[config.mk]
export PLATFORM = sky130hd
export DESIGN_NAME = sata_phy_dev
export DESIGN_NICKNAME = d
export VERILOG_FILES = /design/src/hw/phy_pkg.sv /design/src/hw/phy_reset_ctrl.sv /design/src/hw/oob_dev_fsm.sv /design/src/hw/rx_word_aligner.sv /design/src/hw/sata_phy_dev.sv
export SDC_FILE = /design/constraint.sdc
export NUM_CORES = 1
export LEC_CHECK = 0
export ABC_AREA = 1
export BUFFER_PORTS_ARGS = -buffer_cell sky130_fd_sc_hd__buf_2
export CAP_MARGIN = 15
export CORE_MARGIN = 8
export CORE_UTILIZATION = 41
export DETAILED_ROUTE_END_ITERATION = 7
export PLACE_DENSITY = 0.76
export SYNTH_ARGS = -nofsm -noshare
export SYNTH_HDL_FRONTEND = slang
export SYNTH_SLANG_ARGS = --single-unit
export TNS_END_PERCENT = 30
[constraint.sdc]
create_clock -name clk -period 1.65 [get_ports clk]
set_input_delay 0.0825 -clock clk [delete_from_list [all_inputs] [get_ports clk]]
set_output_delay 0.0825 -clock clk [all_outputs]
set_load 0.01 [all_outputs]
[src/hw/phy_pkg.sv]
// shared types, out-of-band states and sata primitive constants
// default timing values for the phy fabric logic

package phy_pkg;

    // one 4-byte data word as seen on the transceiver parallel side
    typedef logic [31:0] word_t;

    // one flag per byte, used for control characters and commas
    typedef logic [3:0] kflags_t;

    // device side out-of-band sequence
    typedef enum logic [2:0] {
        st_idle,
        st_wait_comreset,
        st_send_cominit,
        st_wait_comwake,
        st_send_comwake,
        st_send_align,
        st_recal,
        st_link_up
    } oob_state_e;

    // K28.5 D10.2 D10.2 D27.3, K character in byte 0
    localparam word_t   ALIGN_PRIM = 32'h7B4A4ABC;
    localparam kflags_t ALIGN_K    = 4'b0001;

    // rx settle time: pma 17, cdr phase 1, cdr freq 1, dfe/lpm 15, eye scan 1
    localparam int unsigned RX_SETTLE_CYCLES_DEF = 17 + 1 + 1 + 15 + 1;

    // tx pma reset time
    localparam int unsigned TX_SETTLE_CYCLES_DEF = 1;

    // internal reset pulse after both plls lock
    localparam int unsigned RST_PULSE_CYCLES_DEF = 7;

    // partial tx reset issued after the oob exchange
    localparam int unsigned PCS_RESET_CYCLES_DEF = 8;

    // longest allowed stay in any oob wait state
    localparam int unsigned OOB_TIMEOUT_DEF = 64;

endpackage

[src/hw/phy_reset_ctrl.sv]
`timescale 1ns/1ns
// transceiver reset sequencing: settle timers, user-ready levels,
// internal reset pulse and the transmit pcs reset timer

module phy_reset_ctrl #(
    parameter int unsigned RX_SETTLE_CYCLES = phy_pkg::RX_SETTLE_CYCLES_DEF,
    parameter int unsigned TX_SETTLE_CYCLES = phy_pkg::TX_SETTLE_CYCLES_DEF,
    parameter int unsigned RST_PULSE_CYCLES = phy_pkg::RST_PULSE_CYCLES_DEF,
    parameter int unsigned PCS_RESET_CYCLES = phy_pkg::PCS_RESET_CYCLES_DEF
) (
    input  logic clk,
    input  logic extrst,
    input  logic cplllock,
    input  logic usrpll_locked,
    input  logic rxresetdone,
    input  logic txresetdone,
    input  logic txpcsreset_req,
    output logic rst,
    output logic rxuserrdy,
    output logic txuserrdy,
    output logic gtx_ready,
    output logic txpcsreset,
    output logic recal_tx_done
);

    localparam int unsigned RX_W  = $clog2(RX_SETTLE_CYCLES + 1);
    localparam int unsigned TX_W  = $clog2(TX_SETTLE_CYCLES + 1);
    localparam int unsigned RST_W = $clog2(RST_PULSE_CYCLES + 2);
    localparam int unsigned PCS_W = $clog2(PCS_RESET_CYCLES + 1);

    logic [RX_W-1:0]  rx_settle_cnt;
    logic [TX_W-1:0]  tx_settle_cnt;
    logic [RST_W-1:0] rst_timer;
    logic [PCS_W-1:0] pcs_cnt;
    logic             locks_ok;
    logic             rx_settled;
    logic             tx_settled;
    logic             pcs_stop;
    logic             rst_r;

    assign locks_ok   = cplllock & usrpll_locked;
    assign rx_settled = rx_settle_cnt == RX_W'(RX_SETTLE_CYCLES);
    assign tx_settled = tx_settle_cnt == TX_W'(TX_SETTLE_CYCLES);

    // settle timers restart whenever the channel pll loses lock
    always_ff @(posedge clk or posedge extrst) begin
        if (extrst) begin
            rx_settle_cnt <= '0;
            tx_settle_cnt <= '0;
        end else if (!cplllock) begin
            rx_settle_cnt <= '0;
            tx_settle_cnt <= '0;
        end else begin
            if (!rx_settled)
                rx_settle_cnt <= rx_settle_cnt + 1'b1;
            if (!tx_settled)
                tx_settle_cnt <= tx_settle_cnt + 1'b1;
        end
    end

    assign rxuserrdy = locks_ok & rx_settled;
    assign txuserrdy = locks_ok & tx_settled;
    assign gtx_ready = rxuserrdy & txuserrdy & rxresetdone & txresetdone;

    // timer values 1..RST_PULSE_CYCLES map to the pulse, then it parks
    always_ff @(posedge clk or posedge extrst) begin
        if (extrst) begin
            rst_timer <= '0;
            rst_r     <= 1'b0;
        end else begin
            if (!locks_ok)
                rst_timer <= '0;
            else if (rst_timer != RST_W'(RST_PULSE_CYCLES + 1))
                rst_timer <= rst_timer + 1'b1;
            rst_r <= (rst_timer != '0) && (rst_timer <= RST_W'(RST_PULSE_CYCLES));
        end
    end

    assign rst = rst_r;

    // partial tx reset, runs from the first request cycle
    assign pcs_stop = pcs_cnt == PCS_W'(PCS_RESET_CYCLES);

    always_ff @(posedge clk or posedge extrst) begin
        if (extrst)
            pcs_cnt <= '0;
        else if (rst_r || !txpcsreset_req)
            pcs_cnt <= '0;
        else if (!pcs_stop)
            pcs_cnt <= pcs_cnt + 1'b1;
    end

    assign txpcsreset    = txpcsreset_req & ~pcs_stop;
    assign recal_tx_done = pcs_stop & gtx_ready;

    a_pcs_reset_len: assert property (@(posedge clk) disable iff (extrst)
        $rose(txpcsreset) |-> ##PCS_RESET_CYCLES !txpcsreset)
        else $error("txpcsreset held past its length");

    a_rst_not_ready: assert property (@(posedge clk) disable iff (extrst)
        !(rst && gtx_ready))
        else $error("internal reset while transceiver ready");

endmodule

[src/hw/oob_dev_fsm.sv]
`timescale 1ns/1ns
// device side out-of-band state machine with wait timeout
// and transmit word selection

module oob_dev_fsm #(
    parameter int unsigned OOB_TIMEOUT = phy_pkg::OOB_TIMEOUT_DEF
) (
    input  logic             clk,
    input  logic             extrst,
    input  logic             rst,
    input  logic             gtx_ready,
    input  logic             rxcominitdet,
    input  logic             rxcomwakedet,
    input  logic             recal_tx_done,
    input  logic             rxelecidle,
    input  phy_pkg::word_t   rx_word,
    input  phy_pkg::kflags_t rx_kflags,
    input  phy_pkg::word_t   ll_data_in,
    input  phy_pkg::kflags_t ll_charisk_in,
    output logic             txcominit,
    output logic             txcomwake,
    output logic             txelecidle,
    output logic             txpcsreset_req,
    output logic             phy_ready,
    output phy_pkg::word_t   tx_data,
    output phy_pkg::kflags_t tx_charisk
);

    import phy_pkg::*;

    localparam int unsigned WAIT_W = $clog2(OOB_TIMEOUT + 1);

    oob_state_e        state;
    oob_state_e        state_next;
    logic [WAIT_W-1:0] wait_cnt;
    logic              waiting;
    logic              timeout;
    logic              align_det;

    // ALIGN only counts while the line carries data
    assign align_det = !rxelecidle && (rx_word == ALIGN_PRIM) && (rx_kflags == ALIGN_K);

    // states with a bounded wait
    assign waiting = state inside {st_wait_comwake, st_send_align, st_recal};
    assign timeout = waiting && (wait_cnt == WAIT_W'(OOB_TIMEOUT - 1));

    always_comb begin
        state_next = state;
        case (state)
            st_idle:
                if (gtx_ready)
                    state_next = st_wait_comreset;
            st_wait_comreset:
                if (rxcominitdet)
                    state_next = st_send_cominit;
            st_send_cominit:
                state_next = st_wait_comwake;
            st_wait_comwake:
                if (rxcomwakedet)
                    state_next = st_send_comwake;
            st_send_comwake:
                state_next = st_send_align;
            st_send_align:
                if (align_det)
                    state_next = st_recal;
            st_recal:
                if (recal_tx_done)
                    state_next = st_link_up;
            st_link_up:
                // host restarts the link with a new comreset
                if (rxcominitdet)
                    state_next = st_send_cominit;
            default:
                state_next = st_idle;
        endcase
        // a wait that ends in its last cycle still moves on
        if (timeout && state_next == state)
            state_next = st_idle;
        if (!gtx_ready)
            state_next = st_idle;
    end

    always_ff @(posedge clk or posedge extrst) begin
        if (extrst) begin
            state    <= st_idle;
            wait_cnt <= '0;
        end else if (rst) begin
            state    <= st_idle;
            wait_cnt <= '0;
        end else begin
            state <= state_next;
            if (state_next != state)
                wait_cnt <= '0;
            else if (waiting)
                wait_cnt <= wait_cnt + 1'b1;
        end
    end

    assign txcominit      = state == st_send_cominit;
    assign txcomwake      = state == st_send_comwake;
    assign txpcsreset_req = state == st_recal;
    assign phy_ready      = state == st_link_up;

    // link layer data passes straight through once the link is up
    always_comb begin
        case (state)
            st_send_align, st_recal: begin
                tx_data    = ALIGN_PRIM;
                tx_charisk = ALIGN_K;
                txelecidle = 1'b0;
            end
            st_link_up: begin
                tx_data    = ll_data_in;
                tx_charisk = ll_charisk_in;
                txelecidle = 1'b0;
            end
            default: begin
                tx_data    = '0;
                tx_charisk = '0;
                txelecidle = 1'b1;
            end
        endcase
    end

    a_oob_exclusive: assert property (@(posedge clk) disable iff (extrst)
        !(txcominit && txcomwake))
        else $error("cominit and comwake requested together");

    a_ready_active: assert property (@(posedge clk) disable iff (extrst)
        phy_ready |-> !txelecidle)
        else $error("link up with transmitter idle");

endmodule

[src/hw/rx_word_aligner.sv]
`timescale 1ns/1ns
// receive word alignment to a 4-byte boundary by halfword exchange

module rx_word_aligner (
    input  logic             clk,
    input  logic             extrst,
    input  logic             rst,
    input  phy_pkg::word_t   rx_data,
    input  phy_pkg::kflags_t rx_charisk,
    input  phy_pkg::kflags_t rx_comma,
    output phy_pkg::word_t   al_data,
    output phy_pkg::kflags_t al_charisk
);

    import phy_pkg::*;

    logic    shift;
    logic    shift_next;
    word_t   data_swap;
    kflags_t k_swap;

    // comma at byte 2 means the word arrived two bytes off
    always_comb begin
        if (rx_comma[2])
            shift_next = 1'b1;
        else if (rx_comma[0])
            shift_next = 1'b0;
        else
            shift_next = shift;
    end

    assign data_swap = {rx_data[15:0], rx_data[31:16]};
    assign k_swap    = {rx_charisk[1:0], rx_charisk[3:2]};

    always_ff @(posedge clk or posedge extrst) begin
        if (extrst)
            shift <= 1'b0;
        else if (rst)
            shift <= 1'b0;
        else
            shift <= shift_next;
    end

    // uses the decision updated from this same word
    always_ff @(posedge clk) begin
        al_data    <= shift_next ? data_swap : rx_data;
        al_charisk <= shift_next ? k_swap : rx_charisk;
    end

    a_single_comma: assert property (@(posedge clk) disable iff (extrst)
        !(rx_comma[0] && rx_comma[2]))
        else $error("commas at bytes 0 and 2 in one word");

endmodule

[src/hw/sata_phy_dev.sv]
`timescale 1ns/1ns
// device side sata phy fabric logic: reset sequencing, oob exchange
// and receive alignment around an external transceiver

module sata_phy_dev #(
    parameter int unsigned RX_SETTLE_CYCLES = phy_pkg::RX_SETTLE_CYCLES_DEF,
    parameter int unsigned TX_SETTLE_CYCLES = phy_pkg::TX_SETTLE_CYCLES_DEF,
    parameter int unsigned RST_PULSE_CYCLES = phy_pkg::RST_PULSE_CYCLES_DEF,
    parameter int unsigned PCS_RESET_CYCLES = phy_pkg::PCS_RESET_CYCLES_DEF,
    parameter int unsigned OOB_TIMEOUT      = phy_pkg::OOB_TIMEOUT_DEF
) (
    input  logic             clk,
    input  logic             extrst,
    output logic             rst,
    // transceiver status
    input  logic             cplllock,
    input  logic             usrpll_locked,
    input  logic             rxresetdone,
    input  logic             txresetdone,
    input  logic             rxcominitdet,
    input  logic             rxcomwakedet,
    input  logic             rxelecidle,
    // transceiver receive side
    input  phy_pkg::word_t   rx_data,
    input  phy_pkg::kflags_t rx_charisk,
    input  phy_pkg::kflags_t rx_comma,
    // transceiver control
    output logic             rxuserrdy,
    output logic             txuserrdy,
    output logic             txcominit,
    output logic             txcomwake,
    output logic             txelecidle,
    output logic             txpcsreset,
    output phy_pkg::word_t   tx_data,
    output phy_pkg::kflags_t tx_charisk,
    // link layer
    input  phy_pkg::word_t   ll_data_in,
    input  phy_pkg::kflags_t ll_charisk_in,
    output phy_pkg::word_t   ll_data_out,
    output phy_pkg::kflags_t ll_charisk_out,
    output logic             phy_ready
);

    logic gtx_ready;
    logic recal_tx_done;
    logic txpcsreset_req;

    phy_reset_ctrl #(
        .RX_SETTLE_CYCLES (RX_SETTLE_CYCLES),
        .TX_SETTLE_CYCLES (TX_SETTLE_CYCLES),
        .RST_PULSE_CYCLES (RST_PULSE_CYCLES),
        .PCS_RESET_CYCLES (PCS_RESET_CYCLES)
    ) u_reset_ctrl (
        .clk            (clk),
        .extrst         (extrst),
        .cplllock       (cplllock),
        .usrpll_locked  (usrpll_locked),
        .rxresetdone    (rxresetdone),
        .txresetdone    (txresetdone),
        .txpcsreset_req (txpcsreset_req),
        .rst            (rst),
        .rxuserrdy      (rxuserrdy),
        .txuserrdy      (txuserrdy),
        .gtx_ready      (gtx_ready),
        .txpcsreset     (txpcsreset),
        .recal_tx_done  (recal_tx_done)
    );

    // the fsm watches the aligned word for ALIGN
    oob_dev_fsm #(
        .OOB_TIMEOUT (OOB_TIMEOUT)
    ) u_oob (
        .clk            (clk),
        .extrst         (extrst),
        .rst            (rst),
        .gtx_ready      (gtx_ready),
        .rxcominitdet   (rxcominitdet),
        .rxcomwakedet   (rxcomwakedet),
        .recal_tx_done  (recal_tx_done),
        .rxelecidle     (rxelecidle),
        .rx_word        (ll_data_out),
        .rx_kflags      (ll_charisk_out),
        .ll_data_in     (ll_data_in),
        .ll_charisk_in  (ll_charisk_in),
        .txcominit      (txcominit),
        .txcomwake      (txcomwake),
        .txelecidle     (txelecidle),
        .txpcsreset_req (txpcsreset_req),
        .phy_ready      (phy_ready),
        .tx_data        (tx_data),
        .tx_charisk     (tx_charisk)
    );

    rx_word_aligner u_aligner (
        .clk        (clk),
        .extrst     (extrst),
        .rst        (rst),
        .rx_data    (rx_data),
        .rx_charisk (rx_charisk),
        .rx_comma   (rx_comma),
        .al_data    (ll_data_out),
        .al_charisk (ll_charisk_out)
    );

endmodule

==> results of run 1 <==
[area by class of cell]
| type | count | area share |
|---|---|---|
| Clock inverter | 6 | 0.00924 |
| Multi-Input combinational cell | 299 | 0.302 |
| Inverter | 79 | 0.0561 |
| Clock buffer | 10 | 0.0275 |
| Sequential cell | 63 | 0.258 |
| Antenna cell | 1 | 0.000462 |
| Timing Repair Buffer | 259 | 0.323 |
| Tap cell | 102 | 0.0236 |
[state kept, by name (all words and copies together), names as in the netlist]
signal / count
u_aligner.al_charisk: 4
u_aligner.al_data: 32
u_aligner.shift: 1
u_oob.state: 3
u_oob.wait_cnt: 7
u_reset_ctrl.pcs_cnt: 4
u_reset_ctrl.rst: 1
u_reset_ctrl.rst_timer: 4
u_reset_ctrl.rx_settle_cnt: 6
u_reset_ctrl.tx_settle_cnt: 1
[cells by family after synthesis]
logic type / synth area share
simple gates: 0.316
buf+inv: 0.111
flops: 0.431
compound gates: 0.0881
xor+xnor: 0.0271
fa+ha+maj: 0.0232
mux: 0.00309
[where the power goes]
part / switching, mW / internal (mW)
Clock: 0.664 / 0.657
Sequential: 0.0623 / 1.63
Combinational: 0.306 / 0.282
Total: 1.03 / 2.57
[final timing paths]
path	start	endpoint
max	u_reset_ctrl.rx_settle_cnt[2]	u_oob.wait_cnt[2]
min	rx_data[12]	u_aligner.al_data[12]
max reg2reg	u_reset_ctrl.rx_settle_cnt[2]	u_oob.wait_cnt[2]
min reg2reg	u_reset_ctrl.rst_timer[3]	u_reset_ctrl.rst
max in group asynchronous	extrst	u_oob.state[1]
min in group asynchronous	extrst	u_reset_ctrl.rx_settle_cnt[1]
[layer usage]
metal	vias to the layer above	share of wire	routed length, µm	GRT usage
li1	1913	-	-	-
met3	19	0.12	1360	0.0909
met2	191	0.48	5550	0.357
met5	-	0	0	0
met1	1792	0.39	4460	0.206
met4	0	0.017	193	0.0703
[timing repair]
action | CTS | global route
endpoints found under the setup margin | 47 | 50
resized for setup | 27 | 37
gates cloned | 4 | 2
buffers inserted | 8 | 4
hold endpoints to repair | 64 | 0
hold buffers | 28 | 0
pin swaps | 3 | 10
[worst max-delay path: cells and delay by family (launching register included)]
| family | cells | cell delay, ps |
|---|---|---|
| and+or+nand+nor | 14 | 1360 |
| DFF | 1 | 410 |
| buffers and inverters | 1 | 50 |
[cells in the final DEF, fill, tap and decap left out, drive strengths merged, types with 7 or more instances in the layout]
master and count:
o21ai 47, inv 79, dfxtp 36, xor2 7, nand2 94, dfrtp 27, dlygate4sd3 28, nor2 92
nor3 13, buf 230, clkbuf 11, nand3 19
==> results_dict.tcl, run 1 <==
set metrics [dict create \
    cpPeakStageDelay_ps 410 \
    detail-route-antenna-nets 0 \
    end_kind "flip-flop" \
    hold_class "in2reg" \
    synth_area_leaders "dfxtp_1 22%, dfrtp_1 21%, nor2_1 10%" \
    via_per_inst 4.78 \
    multi_input_area_um2 1630 \
    hold_viol 0 \
    ios 165 \
    clock_path_buffers 2 \
    fp.dieW_um 105 \
    synth_top_area_cell "dfxtp_1" \
    place.gp.congestion 0.876 \
    num_vias 3915 \
    ys_seq_elements 63 \
    synth_edf_count 0 \
    critical_path.slowest_cell "dfrtp_1" \
    slew_violations 0 \
    tightest_slew_ps 369 \
    layout-drive-gt1-share 0.441 \
    preCtsSetupSlack_ps -245 \
    syn_inst 455 \
    cp_max_fo 7 \
    synthTopCellsByCount "89 x nor2_1, 85 x nand2_1, 68 x inv_1" \
    dieArea_um2 11000 \
    clkSlewWorstSetupHoldPaths_ps 90 \
    htreeDepth 3 \
    start_kind "flip-flop" \
    slew_headroom 0.754 \
    async_reset_ff_frac 0.429 \
    max-cap-violations 0 \
    fin_crit_sh 1.15 \
    io_buffers 162 \
    hpwl_mm 7.91 \
    numPlacedInstances 757 \
    fin_area_um2 5420 \
    finalSetupViolCount 45 \
    setup_tns_ps -3640 \
    drtPass1Iterations 4 \
    finalClockSkew_ps 18.3 \
    power_per_cell_area_nw_per_um2 665 \
    initialDrtViolationCount 135 \
    rrSetupSlack_ps -240 \
    grt_pass1_vias 4107 \
    grt_max_degree 38 \
    grt_use_total 0.202 \
    fillers 546 \
    place_area_um2 4550 \
    synth_seq_area_share 0.431 \
    grt_pass1_wl_mm 18.6 \
    critical_path_arrival_ps 2150 \
    seqCellArea_um2 1400 \
    nNetsFinal 802 \
    synth_top_area_frac 0.223 \
    die-height_um 105 \
    post-route-drc-count 0 \
    status "complete, but fails checks" \
    core-area_um2 7690 \
    synth_area_um2 3240 \
    critical_path_class "reg2reg" \
    violations "setup timing" \
    hold_ws_ps 15.8 \
    setup_ws_ps -245 \
    syn_nets 546 \
    worstPathRequired_ps 1900 \
    final_util 0.705 \
    area_growth_syn_to_layout_pct 67.4 \
    synth.distinct_cells 35 \
    min_path_cells 3 \
    cts_buffers 9 \
    cts_sinks 63 \
    antenna_found_initial 1 \
    wl_per_cell_um 14.1 \
    std_cell_rows 32 \
    path_cells "inv_2 -> nand2_1 -> nor3_4 -> nand2_2 -> nor2_1 -> nor2_1 -> nand2_2 -> nand2_2 -> nand2_1 -> nand2_1 -> nand2_2 -> nand2_2 -> nand2_2 -> nand3_4 -> nor3_2" \
    p_leak_nw 2.93 \
    root_buffer "clkbuf_8" \
    syn_area_per_cell_um2 7.11 \
    peakVddDrop_mv 0.642 \
    final_cell_count_no_fill 819 \
    rr_worst_depth 15 \
    post-route-min-period_ps 1890 \
    ys.flop_type "dfxtp_1" \
    crit_path_frequent_cell "nand2_2" \
    clk_latency_ps 350 \
    p_total_mw 3.60 \
    max_freq_mhz 528 \
    rsz0062_at_grt "yes" \
    grt_overflow_total 0 \
    drt-total-wl_mm 11.6 \
    start_util 0.421 \
    tritoncts "built" \
    yosysMostFrequentCell "nor2_1" \
    yosysWarnings 0 \
]
Note: power is estimated with default switching activity, not from simulation.
==> inputs of run 2 (changes only) <==
--- a/config.mk
+++ b/config.mk
@@ -12,6 +12,7 @@
 export CORE_UTILIZATION = 41
 export DETAILED_ROUTE_END_ITERATION = 7
 export PLACE_DENSITY = 0.76
+export SKIP_CTS_REPAIR_TIMING = 1
 export SYNTH_ARGS = -nofsm -noshare
 export SYNTH_HDL_FRONTEND = slang
 export SYNTH_SLANG_ARGS = --single-unit
==> constraint.sdc (replaced) <==
create_clock -name clk -period 1.64 [get_ports clk]
set_input_delay 0.082 -clock clk [delete_from_list [all_inputs] [get_ports clk]]
set_output_delay 0.082 -clock clk [all_outputs]
set_load 0.1 [all_outputs]
==> results_dict.tcl, run 2 (synthesis gave the netlist of run 1 again) <==
set metrics [dict create \
    hold_viol 2 \
    cpPeakStageDelay_ps 410 \
    dieArea_um2 11000 \
    grt_max_degree 37 \
    post-route-min-period_ps 1960 \
    final_cell_mix "120 x buf_2, 75 x nand2_1, 64 x inv_1, 60 x buf_4, 46 x buf_12" \
    critical_path.slowest_cell "dfrtp_1" \
    fillers 436 \
    num_vias 4094 \
    setup_tns_ps -8700 \
    antenna_found_initial 1 \
    grt_overflow_total 0 \
    cp_max_fo 7 \
    htreeDepth 3 \
    max-cap-violations 0 \
    worstPathRequired_ps 1900 \
    reg2reg_from "u_reset_ctrl.pcs_cnt[1]" \
    place.gp.congestion 0.889 \
    violations "hold timing, setup timing" \
    min_path_cells 3 \
    finalSetupViolCount 48 \
    core-area_um2 7690 \
    rr_worst_depth 16 \
    area_growth_syn_to_layout_pct 92.8 \
    clk_latency_ps 350 \
    clock_path_buffers 2 \
    std_cell_rows 32 \
    root_buffer "clkbuf_8" \
    final_common_cell "buf_2" \
    power_per_cell_area_nw_per_um2 693 \
    r2r_end "u_oob.wait_cnt[3]" \
    ios 165 \
    slew_headroom 0.660 \
    layout-drive-gt1-share 0.504 \
    tightest_slew_ps 513 \
    setup_ws_ps -321 \
    max_freq_mhz 510 \
    grt_pass1_wl_mm 18.2 \
    start_util 0.421 \
    p_int_mw 2.65 \
    grt_pass1_vias 3898 \
    cts_sinks 63 \
    netSwitchingFraction 0.387 \
    peakVddDrop_mv 0.714 \
    path_cells "inv_2 -> ha_4 -> nand2_2 -> nor2_2 -> nand2_1 -> nor2_2 -> nor2_2 -> nand2_2 -> nand2_1 -> nand2_1 -> nand2_2 -> nand2_4 -> nand2_4 -> nand2_4 -> nand3_4 -> nor3_2" \
    fin_area_um2 6240 \
    slew_violations 0 \
    critical_path_class "reg2reg" \
    detail-route-antenna-nets 0 \
    top_regs "u_aligner.al_data x32, u_oob.wait_cnt x7, u_reset_ctrl.rx_settle_cnt x6" \
    finalClockSkew_ps 14.5 \
    clkSlewWorstSetupHoldPaths_ps 70 \
    post-route-drc-count 0 \
    wl_per_cell_um 17.2 \
    hold_class "in2reg" \
    seqCellArea_um2 1400 \
    clkPwrFrac 0.318 \
    final_cell_count_no_fill 814 \
    nNetsFinal 797 \
    end_kind "flip-flop" \
    place_area_um2 5400 \
    status "complete, but fails checks" \
    top_register "u_aligner.al_data" \
    fin_crit_sh 1.20 \
    largest_register_ffs 32 \
    drt-total-wl_mm 14.0 \
    combPwrFrac 0.286 \
    multi_input_area_um2 1900 \
    hpwl_mm 9.11 \
    numPlacedInstances 764 \
    rrSetupSlack_ps -320 \
    switching_power_mw 1.68 \
    p_total_mw 4.32 \
    worstHoldEndpoint "u_aligner.shift" \
    fp.dieW_um 105 \
    via_per_inst 5.03 \
    io_buffers 162 \
    p_leak_nw 3.02 \
    drtPass1Iterations 7 \
    die-height_um 105 \
    start_kind "flip-flop" \
    hold_ws_ps -10.4 \
    grt_use_total 0.198 \
    tritoncts "built" \
    hold_start "rx_comma[2]" \
    power_frac_seq 0.396 \
    critical_path_arrival_ps 2230 \
    cts_buffers 9 \
    rsz0062_at_grt "yes" \
    initialDrtViolationCount 242 \
]
==> run 2: worst max-delay path by stage <==
stage | from | to | cells after the start
2_1_floorplan | u_oob.state[0] | tx_charisk[1] | 7
3_3_place_gp | u_reset_ctrl.rx_settle_cnt[0] | u_oob.wait_cnt[1] | 15
3_5_place_dp | u_reset_ctrl.rx_settle_cnt[0] | u_oob.wait_cnt[2] | 15
4_1_cts | u_reset_ctrl.rx_settle_cnt[0] | u_oob.wait_cnt[2] | 15
5_1_grt | u_reset_ctrl.pcs_cnt[1] | u_oob.wait_cnt[3] | 16
6_report | u_reset_ctrl.pcs_cnt[1] | u_oob.wait_cnt[3] | 16
==> run 2: area by class of cell <==
class / instances / area share
clock buffers: 12 / 0.0285
flip-flops and latches: 63 / 0.224
well taps: 102 / 0.0205
inverters: 79 / 0.0487
multi-input cells: 299 / 0.305
repair buffers: 254 / 0.369
clock inverters: 4 / 0.00361
diodes: 1 / 0.000401
==> run 2: power groups by stage <==
stage	clock network, mW	registers [mW]	logic (mW)
2_1_floorplan	0	2.38	0.196
3_3_place_gp	0	1.73	1.14
3_5_place_dp	0	1.74	1.16
4_1_cts	1.37	1.70	1.16
5_1_grt	1.43	1.72	1.28
6_report	1.38	1.71	1.24
==> run 2: per-stage QoR <==
step / setup WS [ps] / hold slack [ps] / utilization
6_report: -321 / -10.4 / 0.812
5_1_grt: -487 / -0.392 / 0.812
4_1_cts: -451 / -189 / 0.729
3_5_place_dp: -423 / 186 / 0.703
3_3_place_gp: -217 / 168 / 0.703
2_1_floorplan: -766 / 113 / -
==> run 2: routing by layer <==
| metal | wire length (µm) | GRT usage |
|---|---|---|
| met4 | 275 | 0.0734 |
| met1 | 5440 | 0.221 |
| met5 | 0 | 0 |
| met3 | 1440 | 0.0749 |
| met2 | 6810 | 0.337 |
==> run 2: critical path, delay by kind of cell, from the launching register on <==
family	cells	cell delay, ps
buffers and inverters	1	90
flip-flops	1	410
AND/OR/NAND/NOR	14	1260
adder cells (fa/ha/maj)	1	120
==> inputs of run 3 (changes only) <==
--- a/config.mk
+++ b/config.mk
@@ -9,10 +9,11 @@
 export BUFFER_PORTS_ARGS = -buffer_cell sky130_fd_sc_hd__buf_2
 export CAP_MARGIN = 15
 export CORE_MARGIN = 8
-export CORE_UTILIZATION = 41
+export CORE_UTILIZATION = 46
 export DETAILED_ROUTE_END_ITERATION = 7
-export PLACE_DENSITY = 0.76
+export PLACE_DENSITY = 0.81
 export SKIP_CTS_REPAIR_TIMING = 1
+export SKIP_LAST_GASP = 1
 export SYNTH_ARGS = -nofsm -noshare
 export SYNTH_HDL_FRONTEND = slang
 export SYNTH_SLANG_ARGS = --single-unit
==> constraint.sdc (replaced) <==
create_clock -name clk -period 2.1 [get_ports clk]
set_input_delay 0.105 -clock clk [delete_from_list [all_inputs] [get_ports clk]]
set_output_delay 0.105 -clock clk [all_outputs]
set_load 0.1 [all_outputs]
==> results_dict.tcl, run 3 (synthesis gave the netlist of run 1 again) <==
set metrics [dict create \
    die-height_um 99.9 \
    grt_max_degree 38 \
    largest_register_ffs 32 \
    hold_ws_ps -16.3 \
    setup_ws_ps 61.8 \
    power_per_cell_area_nw_per_um2 611 \
    critical_path_arrival_ps 2280 \
    grt_use_total 0.194 \
    clk_latency_ps 330 \
    tritoncts "built" \
    tightest_slew_ps 516 \
    slew_violations 0 \
    max-cap-violations 0 \
    final_cell_mix "125 x buf_2, 78 x nand2_1, 67 x inv_1, 59 x nor2_1, 45 x o21ai_0" \
    fillers 442 \
    start_util 0.476 \
    hpwl_mm 8.07 \
    violations "hold timing" \
    top_register "u_aligner.al_data" \
    dieArea_um2 9980 \
    antenna_found_initial 0 \
    core-area_um2 6790 \
    clkSlewWorstSetupHoldPaths_ps 80 \
    htreeDepth 3 \
    finalSetupViolCount 0 \
    via_per_inst 4.89 \
    nNetsFinal 729 \
    ios 165 \
    post-route-drc-count 0 \
    preCtsSetupSlack_ps 56.8 \
    hold_viol 5 \
    final_common_cell "buf_2" \
    grt_overflow_total 0 \
    grt_pass1_wl_mm 15.6 \
    seqCellArea_um2 1400 \
    post-route-min-period_ps 2040 \
    worstPathRequired_ps 2350 \
    detail-route-antenna-nets 0 \
    place.gp.congestion 0.889 \
    p_leak_nw 2.63 \
    wl_per_cell_um 14.7 \
    finalClockSkew_ps 16.2 \
    diodes 0 \
    hold_class "in2reg" \
    peakVddDrop_mv 0.692 \
    cp_max_fo 7 \
    fp.dieW_um 99.9 \
    root_buffer "clkbuf_8" \
    num_vias 3613 \
    cts_buffers 9 \
    fin_crit_sh 0.971 \
    drt-total-wl_mm 10.8 \
    drtPass1Iterations 5 \
    initialDrtViolationCount 189 \
    cts_sinks 63 \
    critical_path_class "reg2reg" \
    area_growth_syn_to_layout_pct 63.1 \
    clock_path_buffers 2 \
    max_freq_mhz 491 \
    grt_pass1_vias 3467 \
    slew_headroom 0.658 \
    status "complete, but fails checks" \
    top_regs "u_aligner.al_data x32, u_oob.wait_cnt x7, u_reset_ctrl.rx_settle_cnt x6" \
    layout-drive-gt1-share 0.415 \
    start_kind "flip-flop" \
    std_cell_rows 30 \
    io_buffers 162 \
    end_kind "flip-flop" \
    multi_input_area_um2 1700 \
]
## run 3: cell types whose count changed in the layout (fill, tap and decap cells not counted), sizes merged, moves of 3 or more
cell / change
clkinv: +3
dlygate4sd3: -12
clkbuf: -5
buf: -53
inv: -3
## run 3: through the flow
step / TNS, ps / area [µm²] / std cells / total power [mW] / util
2_1_floorplan: -7290 / 3450 / 455 / 2.01 / -
3_3_place_gp: 0 / 4890 / 705 / 2.20 / 0.719
3_5_place_dp: 0 / 4890 / 705 / 2.22 / 0.719
4_1_cts: 0 / 5070 / 721 / 3.22 / 0.747
5_1_grt: -331 / 5280 / 739 / 3.37 / 0.777
6_report: 0 / 5280 / 739 / 3.23 / 0.777
## run 3: final timing paths
kind                            slack, ps  cells after the start                          to                           from
worst min-delay path                  -20                      3        u_aligner.al_data[9]                    rx_data[25]
worst min register to register        420                      1            u_reset_ctrl.rst      u_reset_ctrl.rst_timer[3]
max in group asynchronous            1260                      4              u_oob.state[2]                         extrst
worst max-delay path                   60                     15           u_oob.wait_cnt[4]  u_reset_ctrl.rx_settle_cnt[1]
worst max register to register         60                     15           u_oob.wait_cnt[4]  u_reset_ctrl.rx_settle_cnt[1]
min in group asynchronous             260                      3  u_reset_ctrl.tx_settle_cnt                         extrst
## run 3: report_power, final
group / leakage (nW) / total (mW) / switching, mW / internal [mW]
Combinational: 1.87 / 0.892 / 0.722 / 0.170
Clock: 0.0960 / 1.00 / 0.460 / 0.544
Sequential: 0.668 / 1.33 / 0.0474 / 1.28
Total: 2.63 / 3.23 / 1.23 / 2.00
## run 3: cell type report
type	count	area share
Multi-Input combinational cell	299	0.321
Timing Repair Buffer	186	0.297
Sequential cell	63	0.265
Inverter	79	0.0578
Clock buffer	10	0.0242
Tap cell	96	0.0228
Clock inverter	6	0.0116
## run 3: per-layer routing
| metal | global-route usage | part of all wire | up-vias | wire length [µm] |
|---|---|---|---|---|
| met5 | 0 | 0 | - | 0 |
| met4 | 0.0640 | 0.018 | 0 | 195 |
| met3 | 0.0865 | 0.12 | 21 | 1300 |
| met2 | 0.319 | 0.47 | 208 | 5090 |
| met1 | 0.218 | 0.39 | 1624 | 4250 |
| li1 | - | - | 1760 | - |
## run 3: critical path: stages, from the launching register on
cell and delay [ps]:
dfrtp_1 380, ha_2 200, inv_1 60, nor3_2 180, nand2_2 120, nor2_1 140, nor2_1 70, nand2_2 80
nand2_2 60, nand2_2 60, nand2_2 70, nand2_4 80, nand2_2 60, nand2_2 80, nand3_4 130, nor3_2 180
